`src/verilog/eth_rx_pkg.sv`:
```
`default_nettype none

package eth_rx_pkg;

	////////////////////////////////////////
	// Widths with a meaning

	// One GMII data byte
	typedef logic [7:0] gmii_byte_t;

	// Upper-layer word, first byte in bits 31:24
	typedef logic [31:0] rx_word_t;

	// CRC-32 value
	typedef logic [31:0] crc_t;

	// Valid byte lanes in a word, 0 to 4
	typedef logic [2:0] byte_count_t;

	// Wrapping performance counter
	typedef logic [31:0] perf_count_t;

	////////////////////////////////////////
	// Buses

	// GMII receive lane
	// dvalid is the byte enable at 10/100
	typedef struct packed {
		logic       en;
		logic       er;
		logic       dvalid;
		gmii_byte_t data;
	} gmii_rx_t;

	// Receive bus to the upper layer, all strobes last one cycle
	typedef struct packed {
		logic        start;
		logic        data_valid;
		byte_count_t bytes_valid;
		rx_word_t    data;
		logic        commit;
		logic        drop;
	} mac_rx_bus_t;

	// Receive performance counters
	typedef struct packed {
		perf_count_t rx_frames;
		perf_count_t rx_crc_err;
		perf_count_t rx_bytes;
	} mac_rx_perf_t;

	// Preamble/SFD decoder states
	typedef enum logic [1:0] {
		RX_IDLE       = 2'd0,
		RX_PREAMBLE   = 2'd1,
		RX_FRAME_DATA = 2'd2,
		RX_DROP       = 2'd3
	} rx_state_t;

	////////////////////////////////////////
	// Protocol constants

	localparam gmii_byte_t PREAMBLE_BYTE = 8'h55;
	localparam gmii_byte_t SFD_BYTE = 8'hD5;

	// Trailing FCS length in bytes
	localparam byte_count_t FCS_BYTES = 3'd4;

	// Reflected Ethernet CRC-32
	localparam crc_t CRC_INIT = 32'hFFFF_FFFF;
	localparam crc_t CRC_POLY_REFLECTED = 32'hEDB8_8320;

endpackage

`default_nettype wire

```
`src/verilog/rx_frame_decoder.sv`:
```
`default_nettype none
`timescale 1ns/100ps

module rx_frame_decoder (
	input  logic                   gmii_rx_clk,
	input  logic                   rst_n,
	input  eth_rx_pkg::gmii_rx_t   gmii_rx,
	output logic                   frame_start,
	output logic                   byte_valid,
	output logic                   frame_end,
	output eth_rx_pkg::gmii_byte_t byte_data
);

	import eth_rx_pkg::*;

	rx_state_t state;

	////////////////////////////////////////
	// Preamble/SFD state machine

	// Everything advances on dvalid cycles only
	// Outputs are registered, one cycle behind the input byte
	always_ff @(posedge gmii_rx_clk or negedge rst_n) begin
		if (!rst_n) begin
			state       <= RX_IDLE;
			frame_start <= 1'b0;
			byte_valid  <= 1'b0;
			frame_end   <= 1'b0;
		end else begin
			// Strobes default low
			frame_start <= 1'b0;
			byte_valid  <= 1'b0;
			frame_end   <= 1'b0;

			if (gmii_rx.dvalid) begin
				case (state)
					RX_IDLE: begin
						// er outside a frame is ignored until en rises
						if (gmii_rx.en) begin
							if (gmii_rx.data == PREAMBLE_BYTE && !gmii_rx.er)
								state <= RX_PREAMBLE;
							else
								state <= RX_DROP;
						end
					end

					RX_PREAMBLE: begin
						// Truncated during preamble, nothing was announced
						if (!gmii_rx.en) begin
							state <= RX_IDLE;
						end else if (gmii_rx.data == SFD_BYTE) begin
							frame_start <= 1'b1;
							state       <= RX_FRAME_DATA;
						end else if (gmii_rx.data != PREAMBLE_BYTE) begin
							// Junk before SFD
							state <= RX_DROP;
						end
					end

					RX_FRAME_DATA: begin
						if (gmii_rx.en) begin
							byte_valid <= 1'b1;
						end else begin
							// First dvalid cycle with en low ends the frame
							frame_end <= 1'b1;
							state     <= RX_IDLE;
						end
					end

					RX_DROP: begin
						// Swallow the rest of a bad frame
						if (!gmii_rx.en)
							state <= RX_IDLE;
					end

					default: state <= RX_IDLE;
				endcase
			end
		end
	end

	// Byte payload, qualified by byte_valid
	always_ff @(posedge gmii_rx_clk) begin
		if (gmii_rx.dvalid && gmii_rx.en)
			byte_data <= gmii_rx.data;
	end

	////////////////////////////////////////
	// Checks

	// A frame byte must come from a cycle spent in frame data
	assert property (@(posedge gmii_rx_clk) disable iff (!rst_n)
		byte_valid |-> $past(state) == RX_FRAME_DATA);

endmodule

`default_nettype wire

```
`src/verilog/rx_crc32.sv`:
```
`default_nettype none
`timescale 1ns/100ps

module rx_crc32 (
	input  logic                   gmii_rx_clk,
	input  logic                   rst_n,
	input  logic                   clear,
	input  logic                   update,
	input  eth_rx_pkg::gmii_byte_t din,
	output eth_rx_pkg::crc_t       crc
);

	import eth_rx_pkg::*;

	crc_t crc_reg;

	// One byte through the reflected polynomial, LSB first
	function automatic crc_t crc_next(input crc_t cur, input gmii_byte_t d);
		crc_t c;
		c = cur;
		for (int i = 0; i < 8; i++) begin
			if (c[0] ^ d[i])
				c = (c >> 1) ^ CRC_POLY_REFLECTED;
			else
				c = c >> 1;
		end
		return c;
	endfunction

	// Clear wins over update
	always_ff @(posedge gmii_rx_clk or negedge rst_n) begin
		if (!rst_n)
			crc_reg <= CRC_INIT;
		else if (clear)
			crc_reg <= CRC_INIT;
		else if (update)
			crc_reg <= crc_next(crc_reg, din);
	end

	// Final XOR, this is the value that goes on the wire
	assign crc = ~crc_reg;

endmodule

`default_nettype wire

```
`src/verilog/rx_word_packer.sv`:
```
`default_nettype none
`timescale 1ns/100ps

module rx_word_packer (
	input  logic                    gmii_rx_clk,
	input  logic                    rst_n,
	input  logic                    frame_start,
	input  logic                    byte_valid,
	input  logic                    frame_end,
	input  eth_rx_pkg::gmii_byte_t  byte_data,
	output logic                    word_valid,
	output logic                    frame_done,
	output logic                    crc_match,
	output eth_rx_pkg::rx_word_t    word_data,
	output eth_rx_pkg::byte_count_t word_bytes
);

	import eth_rx_pkg::*;

	// Last four bytes seen, oldest in bits 31:24
	rx_word_t    hold;
	byte_count_t hold_cnt;

	// Released payload bytes of the current word
	rx_word_t    word_buf;
	byte_count_t word_cnt;

	logic        release_byte;
	gmii_byte_t  released;
	crc_t        crc;
	rx_word_t    fcs_expected;
	logic [5:0]  pad_bits;

	// Hold-back full, so the oldest byte is payload
	assign release_byte = byte_valid && (hold_cnt == FCS_BYTES);
	assign released = hold[31:24];

	// FCS goes out lowest CRC byte first
	assign fcs_expected = {crc[7:0], crc[15:8], crc[23:16], crc[31:24]};

	// Left-align shift for the last partial word
	assign pad_bits = {3'd4 - word_cnt, 3'b000};

	// CRC over released bytes only, never the FCS
	rx_crc32 u_crc (
		.gmii_rx_clk (gmii_rx_clk),
		.rst_n       (rst_n),
		.clear       (frame_start),
		.update      (release_byte),
		.din         (released),
		.crc         (crc)
	);

	////////////////////////////////////////
	// Control and strobes

	always_ff @(posedge gmii_rx_clk or negedge rst_n) begin
		if (!rst_n) begin
			hold_cnt   <= '0;
			word_cnt   <= '0;
			word_valid <= 1'b0;
			word_bytes <= '0;
			frame_done <= 1'b0;
			crc_match  <= 1'b0;
		end else begin
			word_valid <= 1'b0;
			word_bytes <= '0;
			frame_done <= 1'b0;

			if (frame_start) begin
				hold_cnt <= '0;
				word_cnt <= '0;
			end else if (byte_valid) begin
				// Count up to a full hold-back, then saturate
				if (hold_cnt != FCS_BYTES)
					hold_cnt <= hold_cnt + 3'd1;
				if (release_byte) begin
					if (word_cnt == 3'd3) begin
						word_valid <= 1'b1;
						word_bytes <= 3'd4;
						word_cnt   <= '0;
					end else begin
						word_cnt <= word_cnt + 3'd1;
					end
				end
			end else if (frame_end) begin
				frame_done <= 1'b1;
				// Runt frames never match
				crc_match  <= (hold_cnt == FCS_BYTES) && (hold == fcs_expected);
				// Flush the tail word
				if (word_cnt != 3'd0) begin
					word_valid <= 1'b1;
					word_bytes <= word_cnt;
				end
				hold_cnt <= '0;
				word_cnt <= '0;
			end
		end
	end

	////////////////////////////////////////
	// Data path

	always_ff @(posedge gmii_rx_clk) begin
		if (byte_valid)
			hold <= {hold[23:0], byte_data};
		if (release_byte) begin
			word_buf <= {word_buf[23:0], released};
			if (word_cnt == 3'd3)
				word_data <= {word_buf[23:0], released};
		end else if (frame_end) begin
			word_data <= word_buf << pad_bits;
		end
	end

	// Emitted words always carry data
	assert property (@(posedge gmii_rx_clk) disable iff (!rst_n)
		word_valid |-> word_bytes inside {[3'd1:3'd4]});

endmodule

`default_nettype wire

```
`src/verilog/rx_frame_checker.sv`:
```
`default_nettype none
`timescale 1ns/100ps

module rx_frame_checker (
	input  logic                     gmii_rx_clk,
	input  logic                     rst_n,
	input  logic                     word_valid,
	input  logic                     frame_done,
	input  logic                     crc_match,
	input  eth_rx_pkg::byte_count_t  word_bytes,
	output logic                     commit,
	output logic                     drop,
	output eth_rx_pkg::mac_rx_perf_t perf
);

	import eth_rx_pkg::*;

	logic good_frame;
	logic bad_frame;

	// crc_match is only meaningful with frame_done
	assign good_frame = frame_done && crc_match;
	assign bad_frame = frame_done && !crc_match;

	////////////////////////////////////////
	// Frame outcome

	always_ff @(posedge gmii_rx_clk or negedge rst_n) begin
		if (!rst_n) begin
			commit <= 1'b0;
			drop   <= 1'b0;
		end else begin
			commit <= good_frame;
			drop   <= bad_frame;
		end
	end

	////////////////////////////////////////
	// Performance counters

	// All three wrap at 2^32
	always_ff @(posedge gmii_rx_clk or negedge rst_n) begin
		if (!rst_n) begin
			perf <= '0;
		end else begin
			if (good_frame)
				perf.rx_frames <= perf.rx_frames + perf_count_t'(1);
			if (bad_frame)
				perf.rx_crc_err <= perf.rx_crc_err + perf_count_t'(1);
			// Payload bytes only, FCS excluded
			if (word_valid)
				perf.rx_bytes <= perf.rx_bytes + perf_count_t'(word_bytes);
		end
	end

	// Exactly one outcome per finished frame, and none without one
	assert property (@(posedge gmii_rx_clk) disable iff (!rst_n)
		(commit || drop) |-> ($past(frame_done) && !(commit && drop)));

endmodule

`default_nettype wire

```
`src/verilog/eth_rx_mac.sv`:
```
`default_nettype none
`timescale 1ns/100ps

module eth_rx_mac (
	input  logic                     gmii_rx_clk,
	input  logic                     rst_n,
	input  eth_rx_pkg::gmii_rx_t     gmii_rx,
	output eth_rx_pkg::mac_rx_bus_t  rx_bus,
	output eth_rx_pkg::mac_rx_perf_t perf
);

	import eth_rx_pkg::*;

	// Decoder events
	logic        frame_start;
	logic        byte_valid;
	logic        frame_end;
	gmii_byte_t  byte_data;

	// Packer results
	logic        word_valid;
	logic        frame_done;
	logic        crc_match;
	rx_word_t    word_data;
	byte_count_t word_bytes;

	// Checker outcome
	logic        commit;
	logic        drop;

	rx_frame_decoder u_decoder (
		.gmii_rx_clk (gmii_rx_clk),
		.rst_n       (rst_n),
		.gmii_rx     (gmii_rx),
		.frame_start (frame_start),
		.byte_valid  (byte_valid),
		.frame_end   (frame_end),
		.byte_data   (byte_data)
	);

	rx_word_packer u_packer (
		.gmii_rx_clk (gmii_rx_clk),
		.rst_n       (rst_n),
		.frame_start (frame_start),
		.byte_valid  (byte_valid),
		.frame_end   (frame_end),
		.byte_data   (byte_data),
		.word_valid  (word_valid),
		.frame_done  (frame_done),
		.crc_match   (crc_match),
		.word_data   (word_data),
		.word_bytes  (word_bytes)
	);

	rx_frame_checker u_checker (
		.gmii_rx_clk (gmii_rx_clk),
		.rst_n       (rst_n),
		.word_valid  (word_valid),
		.frame_done  (frame_done),
		.crc_match   (crc_match),
		.word_bytes  (word_bytes),
		.commit      (commit),
		.drop        (drop),
		.perf        (perf)
	);

	// Upper-layer bus, start one cycle after SFD
	always_comb begin
		rx_bus.start       = frame_start;
		rx_bus.data_valid  = word_valid;
		rx_bus.bytes_valid = word_bytes;
		rx_bus.data        = word_data;
		rx_bus.commit      = commit;
		rx_bus.drop        = drop;
	end

endmodule

`default_nettype wire

```
`config.mk`:
```
export PLATFORM = sky130hd
export DESIGN_NAME = eth_rx_mac
export DESIGN_NICKNAME = d
export VERILOG_FILES = /design/src/verilog/eth_rx_pkg.sv /design/src/verilog/rx_frame_decoder.sv /design/src/verilog/rx_crc32.sv /design/src/verilog/rx_word_packer.sv /design/src/verilog/rx_frame_checker.sv /design/src/verilog/eth_rx_mac.sv
export SDC_FILE = /design/constraint.sdc
export NUM_CORES = 1
export LEC_CHECK = 0
export ABC_AREA = 1
export BUFFER_PORTS_ARGS = -buffer_cell sky130_fd_sc_hd__buf_2
export CORE_MARGIN = 5
export CORE_UTILIZATION = 30
export CTS_CLUSTER_DIAMETER = 60
export DETAILED_ROUTE_END_ITERATION = 8
export GPL_ROUTABILITY_DRIVEN = 0
export SYNTH_ARGS = -nofsm -noshare
export SYNTH_HDL_FRONTEND = slang
export SYNTH_SLANG_ARGS = --single-unit
```
`constraint.sdc`:
```
create_clock -name gmii_rx_clk -period 9.7 [get_ports gmii_rx_clk]
set_input_delay 1.94 -clock gmii_rx_clk [delete_from_list [all_inputs] [get_ports gmii_rx_clk]]
set_output_delay 1.94 -clock gmii_rx_clk [all_outputs]
set_load 0.05 [all_outputs]
```
Word-level counts from Yosys, hierarchy flattened --
Cells that the tools add are included.
Word-level totals: register bits after elaboration 251, bits of input ports 13, output and inout port bits 135, word-level logic and storage cells 148
Cells by class: bitwise operators 19, reductions and logical operators 19, shifts and indexed selects 1, mux-type cells 67, add/subtract/negate cells 6, equality and inequality tests 16
Operator list (count):
- $mux 32 | 27
- $not 13->14 | 8
- $add 32x1->32 const B | 2
- $mux 3 | 14
- $add 32x3->32 | 1
- $eq 32x32->1 | 1
- $not 32->32 | 1
- $shl 32x6->32 | 1
- $mux 1 | 19
- $mux 2 | 6
- $eq 8x7->1 const B | 1
- $eq 8x8->1 const B | 1
- $ne 8x7->1 const B | 1
- $xor 1x1->1 | 8
- $add 3x1->3 const B | 2
- $logic_and 1x1->1 | 6
- $ne 2x2->1 const B | 3
- $ne 3x1->1 const B | 2
- $pmux 2 s3 | 1
- $reduce_and 2->1 | 3
- $reduce_bool 3->1 | 2
- $eq 2x2->1 const B | 2
- $ne 4x2->1 const B | 1
- $reduce_and 4->1 | 1
- 11 further kinds | 14

Longest topological paths before layout --
Gate-level depths: netlist (run 1).
depth in word-level cells 32, depth in mapped cells 13, mapped depth without buffers 13

Hierarchy --
Synthesis (run 1) repeated with hierarchy kept, for this count alone.
Second synthesis, totals: cell total of the unflattened synthesis 1576, area total of the unflattened synthesis 13471.7 µm²
Modules (own cells, without submodules):
- rx_frame_checker | seq. area each 2452.4 µm², area an instance 5280.1 µm², cells an instance 664, instances 1
- rx_word_packer | seq. area each 3183.1 µm², area an instance 5008.6 µm², cells an instance 473, instances 1
- rx_crc32 | seq. area each 840.8 µm², area an instance 2581.2 µm², cells an instance 375, instances 1
- rx_frame_decoder | seq. area each 365.4 µm², area an instance 571.8 µm², cells an instance 60, instances 1
- eth_rx_mac | seq. area each 0.0 µm², area an instance 30.0 µm², cells an instance 4, instances 1

Worst setup path after synthesis (run 1) --
No wires, ideal clock.
path type register to register, start point register u_decoder.byte_valid, end point register u_packer.word_data[0], enable pin, stages on the path, launching flop included 5, path slack 5.640 ns, buffers on the path 1, arrival 3.595 ns, cells stage by stage dfrtp_1 inv_2 nor2_4 clkbuf_1 o21ai_0
On the way: word-level cells in the longest chain between the ends 3, elaborated cells between the ends (all ways) 4, classes of those cells eq/ne (1); reduce/logical (3)
RTL lines:
- start: declaration | line rx_frame_decoder.sv:9 | output logic byte_valid,
- start signal: assignment | line rx_frame_decoder.sv:27 | byte_valid <= 1'b0;
- start signal: assignment | line rx_frame_decoder.sv:32 | byte_valid <= 1'b0;
- start signal: assignment | line rx_frame_decoder.sv:62 | byte_valid <= 1'b1;
- $logic_and 1x1->1 * | line rx_word_packer.sv:35 | assign release_byte = byte_valid && (hold_cnt == FCS_BYTES);
- $ne 2x2->1 (no source line) or $reduce_bool 2->1 (tied branches)
- $reduce_and 2->1 (no source line) *
- end signal: assignment | line rx_word_packer.sv:110 | word_data <= {word_buf[23:0], released};
- end signal: assignment | line rx_word_packer.sv:112 | word_data <= word_buf << pad_bits;
- end: declaration | line rx_word_packer.sv:14 | output eth_rx_pkg::rx_word_t word_data,
Mark *: on every way between the ends. The rest lies on a longest branch, timed or not. A chain may end at the register's enable or synchronous reset.

Final worst setup path (run 1) --
start point register u_packer.word_cnt[0], end point register u_packer.word_data[8] (data pin)
On the way: word-level cells in the longest chain between the ends 4
RTL lines:
- start: declaration | line rx_word_packer.sv:26 | byte_count_t word_cnt;
- start signal: assignment | line rx_word_packer.sv:83 | word_cnt <= word_cnt + 3'd1;
- $sub 3x3->3 | line rx_word_packer.sv:42 | assign pad_bits = {3'd4 - word_cnt, 3'b000};
- $shl 32x6->32 | line rx_word_packer.sv:112
- $mux 32 | line rx_word_packer.sv:111 | end else if (frame_end) begin
- $mux 32 | line rx_word_packer.sv:107 | if (release_byte) begin
Every way passes these cells. The select of a mux whose other input is x is not followed.

==> results of run 1 <==
[final timing paths]
path                                   startpoint                    end  slack [ns]  depth (start not counted)
setup reg to reg             u_packer.word_cnt[0]  u_packer.word_data[8]        6.05                          5
min in group asynchronous                   rst_n   u_packer.word_cnt[1]        1.50                          1
setup / recovery             u_packer.word_cnt[0]  u_packer.word_data[8]        6.05                          5
hold / removal             u_decoder.byte_data[0]       u_packer.hold[0]        0.42                          0
max in group asynchronous                   rst_n     u_checker.perf[32]        6.91                          2
hold reg to reg            u_decoder.byte_data[0]       u_packer.hold[0]        0.42                          0
[synthesized netlist by cell type (3+ instances only)]
| master | number |
|---|---|
| nand2_1 | 415 |
| inv_1 | 155 |
| dfrtp_1 | 115 |
| edfxtp_1 | 104 |
| nor2_1 | 89 |
| nand3_1 | 81 |
| xor2_1 | 73 |
| o21ai_0 | 63 |
| xnor2_1 | 44 |
| a21oi_1 | 40 |
| dfstp_2 | 32 |
| nor3_1 | 27 |
| o22ai_1 | 18 |
| clkbuf_1 | 16 |
| nand4_1 | 15 |
| nor2_2 | 14 |
| nand2_2 | 13 |
| o211ai_1 | 12 |
| ha_1 | 11 |
| inv_2 | 9 |
| o21ai_1 | 9 |
| a32o_1 | 6 |
| nor2_4 | 6 |
| o21a_1 | 6 |
| buf_4 | 5 |
| and3_1 | 4 |
| nand2_4 | 4 |
| nand3b_1 | 4 |
| or2_2 | 4 |
| buf_1 | 3 |
| buf_2 | 3 |
| nand3_2 | 3 |
| nor4_1 | 3 |
[report_power, final]
| group | total, mW | internal (mW) | switching, mW |
|---|---|---|---|
| clock | 1.16 | 0.696 | 0.466 |
| combinational | 0.569 | 0.176 | 0.393 |
| sequential | 1.30 | 1.21 | 0.0841 |
[routing by layer]
metal  vias up  global-route usage, %  wire, um
met4         0                   2.97       663
met3        53                   2.61      2060
met2       298                   21.9     14900
met5         -                      0         0
li1       4950                      -         -
met1      4811                   18.2     14200
[area by class of cell]
cell class                 count  area share [%]
clock buffer                  33            5.18
clock inverter                23            1.68
inverter                     165            4.11
multi-input combinational    982            34.1
sequential                   251            45.3
tap                          539            4.46
timing repair buffer         152            5.16
[worst max-delay path, stage by stage, from the launching register on]
cell and delay [ns]:
dfrtp_1 0.84, inv_1 0.63, ha_1 1.03, inv_1 0.30, nand2_2 0.39, o22ai_1 0.14
[kinds of logic (layout without fill, tap and decap cells)]
kind of cell    count (synthesis)  count (layout)  share of synthesized area, %
buf+inv                       192             373                          5.84
flops                         251             251                          53.7
simple gates                  691             691                          23.8
xor+xnor                      118             118                          8.17
fa+ha+maj                      12              12                          1.24
compound gates                161             161                          7.21
[metrics by stage]
step | cells | hold WS, ns | cell area, um2 | power, mW | worst slack (ns)
global placement | 2089 | 0.414 | 14100 | 1.87 | 6.13
CTS | 2145 | 0.425 | 15100 | 3.06 | 6.08
floorplan | 1425 | 0.400 | 12700 | 1.72 | 5.64
finish | 2145 | 0.424 | 15100 | 3.03 | 6.05
detailed placement | 2089 | 0.415 | 14100 | 1.88 | 6.06
global route | 2145 | 0.434 | 15100 | 3.18 | 5.64
==> results.ini, run 1 <==
[cts]
clockRootBuffer = clkbuf_16
clk_pin_slew_worst_paths_ns = 0.06
cts_htree_levels = 1
hold_buffers = 0
cts_resized = 0
clk_latency_ns = 0.55
clockBufferDepth = 3
cts_made_buffers = 30
post-cts-setup-buffer-count = 0
cts.sinks = 251
cts_tree = built

[placement]
dp_hpwl_um = 23200
port_buffers = 147

[setup_path]
critPathMaxFanout = 32
worst-endpoint-required_ns = 9.96
worst-setup-path-type = flip-flop to flip-flop
worstPathArrival_ns = 3.90
worstSetupEndpointType = flip-flop
crit_path_start_kind = flip-flop

[drt]
wl_per_cell_um = 14.8
first_pass_iters = 5
vias = 10112
drt_wl_total_um = 31800
viasPerCell = 4.71
drt_iter0_markers = 771
postRouteAntennaNets = 0
route.detailed.drc = 0

[finish]
multi_input_area_um2 = 5150
final_cell_mix = nand2_1 (415), inv_1 (155), buf_2 (146)
nets = 1607
area_delta_synth_final_pct = 18.6
regMostFlops = u_checker.perf
final_util_pct = 36.0
drive_gt1_share_pct = 18.4
final_common_cell = nand2_1
diodes = 0
final.fill_count = 4252
seq_area_um2 = 6840
largest_reg_flops = 96

[sta]
tightest_slew_ns = 0.959
fin_skew_ns = 0.0172
drv_slew = 0
rsz0062_at_grt = false
fin_crit_sh_pct = 37.6
setup_tns_ns = 0
final_hold_viol_count = 0
max_freq_ghz = 0.274
setup_viol = 0
period_needed_ns = 3.65
maxSlewHeadroom_pct = 36.0

[synth]
synth.top_cell.area_share_pct = 24.5
synth_area_leaders = edfxtp_1 (25%), dfrtp_1 (23%), nand2_1 (12%)
synthesis.nets = 1450
synth_top_area_cell = edfxtp_1
ys_ff_latch = 251
syn_avg_cell_area_um2 = 8.94
synthArstFlopShare_pct = 58.6
synth_edf_count = 104
synthCells = 1425
synth_area_um2 = 12700
yosysWarnings = 0
ys_types = 46
synth-main-ff-cell = dfrtp_1
yosysSeqAreaShare_pct = 53.7

[floorplanning]
core_um2 = 41900
die_h_um = 216
initial_core_util_pct = 30.4
rows = 75
io_pins = 148
die_w_um = 216
die_area_um2 = 46700

[run_status]
run_status = finished, final reports clean

[job]
drv_cap = 0

[power_and_ir_drop]
irDropWorstVdd_v = 0.000110
power_leakage_nw = 6.93
cellPowerDensity_nw_per_um2 = 200

[grt]
grt_start_max_net_pins = 91
grt_pass1_wl_um = 52200
grt_pass1_vias = 9882
grt_use_total_pct = 13.3
grt_overflow = 0
antenna_found_initial = 0

[worst_hold_path]
hold_class = flip-flop to flip-flop

No activity file was read; power rests on OpenSTA's default activity.
==> run 2, diff against run 1 <==
==> constraint.sdc (replaced) <==
create_clock -name gmii_rx_clk -period 3.35 [get_ports gmii_rx_clk]
set_input_delay 0.67 -clock gmii_rx_clk [delete_from_list [all_inputs] [get_ports gmii_rx_clk]]
set_output_delay 0.67 -clock gmii_rx_clk [all_outputs]
set_load 0.05 [all_outputs]
==> results.ini, run 2 (same netlist as run 1, synthesis figures left out) <==
[cts]
cts_resized = 0  ; unchanged
clockRootBuffer = clkbuf_16  ; unchanged
clockBufferDepth = 3  ; unchanged
cts_tree = built  ; unchanged
cts_made_buffers = 31  ; was 30
cts.sinks = 251  ; unchanged
hold_buffers = 0  ; unchanged
cts_htree_levels = 1  ; unchanged
post-cts-setup-buffer-count = 0  ; unchanged
clk_latency_ns = 0.57  ; was 0.55 ns
clk_pin_slew_worst_paths_ns = 0.06  ; about the same

[job]
drv_cap = 0  ; unchanged

[worst_hold_path]
hold_class = input port to async pin  ; was flip-flop to flip-flop

[setup_path]
worst-setup-path-type = flip-flop to flip-flop  ; unchanged
r2r_slack_ns = 0.59  ; was 6.05 ns
critPathMaxFanout = 28  ; was 32
worstSetupEndpointType = flip-flop  ; unchanged
reg2reg_to = u_packer.word_data[6]  ; was u_packer.word_data[8]
path_cells = inv_1 > ha_1 > nand2_1 > nor2_4 > inv_2 > nand2_2 > inv_2 > nand2_2 > o22ai_1  ; was inv_1 > ha_1 > inv_1 > nand2_2 > o22ai_1
cpPeakStageDelay_ns = 0.45  ; was 1.03 ns
worst-endpoint-required_ns = 3.64  ; was 9.96 ns
crit_family = simple AND/OR/NAND/NOR gates  ; was adder cells
reg2reg_depth = 9  ; was 5
crit_buf_inv = 3  ; was 2
cp.depth = 9  ; was 5
worstPathArrival_ns = 3.05  ; was 3.90 ns
reg2reg_from = u_packer.hold_cnt[0]  ; was u_packer.word_cnt[0]
crit_path_start_kind = flip-flop  ; unchanged
slowest_stage = nor2_4  ; was ha_1

[grt]
grt_pass1_vias = 9795  ; was 9882
grt_pass1_wl_um = 52000  ; was 52200 um
grt_start_max_net_pins = 72  ; was 91
antenna_found_initial = 0  ; unchanged
grt_use_total_pct = 13.4  ; was 13.3%
grt_overflow = 0  ; unchanged

[drt]
route.detailed.drc = 0  ; unchanged
wl_per_cell_um = 15.1  ; was 14.8 um
drt_iter0_markers = 700  ; was 771
vias = 10087  ; was 10112
first_pass_iters = 5  ; unchanged
viasPerCell = 4.69  ; was 4.71
postRouteAntennaNets = 0  ; unchanged
drt_wl_total_um = 32600  ; was 31800 um

[power_and_ir_drop]
cellPowerDensity_nw_per_um2 = 575  ; was 200 nW/um2
irDropWorstVdd_v = 0.000403  ; was 0.000110 V
power_leakage_nw = 6.97  ; was 6.93 nW

[placement]
port_buffers = 147  ; unchanged
dp_hpwl_um = 24000  ; was 23200 um
place_area_um2 = 14100  ; about the same

[floorplanning]
die_h_um = 216  ; unchanged
die_area_um2 = 46700  ; unchanged
core_um2 = 41900  ; unchanged
rows = 75  ; unchanged
initial_core_util_pct = 30.4  ; unchanged
die_w_um = 216  ; unchanged
io_pins = 148  ; unchanged

[sta]
period_needed_ns = 2.76  ; was 3.65 ns
fin_crit_sh_pct = 82.3  ; was 37.6%
maxSlewHeadroom_pct = 30.6  ; was 36.0%
tightest_slew_ns = 1.04  ; was 0.959 ns
drv_slew = 0  ; unchanged
setup_tns_ns = 0  ; unchanged
final_hold_viol_count = 0  ; unchanged
max_freq_ghz = 0.363  ; was 0.274 GHz
rsz0062_at_grt = false  ; unchanged
setup_viol = 0  ; unchanged
fin_skew_ns = 0.0288  ; was 0.0172 ns

[finish]
diodes = 0  ; unchanged
final_util_pct = 36.1  ; was 36.0%
final_cell_mix = nand2_1 (415), inv_1 (155), buf_2 (146)  ; unchanged
area_delta_synth_final_pct = 18.9  ; was 18.6%
final.fill_count = 4257  ; was 4252
largest_reg_flops = 96  ; unchanged
regMostFlops = u_checker.perf  ; unchanged
final_cell_area_um2 = 15100  ; about the same
final_common_cell = nand2_1  ; unchanged
nets = 1613  ; was 1607
drive_gt1_share_pct = 18.5  ; was 18.4%

[run_status]
run_status = finished, final reports clean  ; unchanged

## run 2: changes by cell type in the layout (fill, tap and decap cells not counted), moves of 2 or more
cell / previous run / this run
clkbuf_1: 2 / 11
clkbuf_8: 0 / 7
clkinvlp_4: 6 / 1
buf_4: 5 / 9
clkinv_1: 4 / 0
bufinv_16: 4 / 1
inv_6: 3 / 1
## run 2: per-layer routing
metal  global-route usage, %  vias up  part of all wire (%)
met5                       0        -                     0
met2                    21.6      289                    46
met3                    2.64       58                   6.0
met1                    18.8     4763                    46
li1                        -     4977                     -
met4                    3.31        0                   2.6
## run 2: how the worst max path moves through the flow
| stage | end | slack (ns) | start |
|---|---|---|---|
| 2_1_floorplan | u_packer.word_data[0] | 0.16 | u_decoder.byte_valid |
| 3_3_place_gp | u_packer.word_data[14] | 0.73 | u_packer.hold_cnt[0] |
| 3_5_place_dp | u_packer.word_data[6] | 0.62 | u_packer.hold_cnt[0] |
| 4_1_cts | u_packer.word_data[6] | 0.58 | u_packer.hold_cnt[0] |
| 5_1_grt | u_packer.u_crc.crc_reg[30] | 0.36 | u_packer.hold_cnt[0] |
| 6_report | u_packer.word_data[6] | 0.59 | u_packer.hold_cnt[0] |
## run 2: layout make-up
type | count | area [um2] | share of cell area, %
inverter | 165 | 621 | 4.10
timing repair buffer | 157 | 830 | 5.48
sequential | 251 | 6840 | 45.2
clock buffer | 50 | 938 | 6.20
clock inverter | 8 | 78.8 | 0.520
tap | 539 | 674 | 4.45
multi-input combinational | 982 | 5160 | 34.1
## run 2: stage by stage
stage	setup slack (ns)	cells	hold slack [ns]	total power, mW
final	0.591	2152	0.153	8.70
after global routing	0.358	2152	0.191	9.16
after CTS	0.580	2152	0.154	8.81
after detailed placement	0.622	2094	0.405	5.47
after global placement	0.731	2094	0.408	5.43
after floorplan	0.156	1425	0.374	4.98
## run 2: worst register-to-register path, delay by kind of cell (launching register included)
family	cells	cell delay, ns
simple gates	4	1.21
buf+inv	3	0.59
flops	1	0.39
fa+ha+maj	1	0.16
compound gates	1	0.15
## run 2: power by group
part / switching [mW] / internal [mW] / total (mW)
Clock: 1.29 / 1.98 / 3.27
Sequential: 0.247 / 3.52 / 3.77
Combinational: 1.15 / 0.514 / 1.66
Total: 2.69 / 6.02 / 8.70
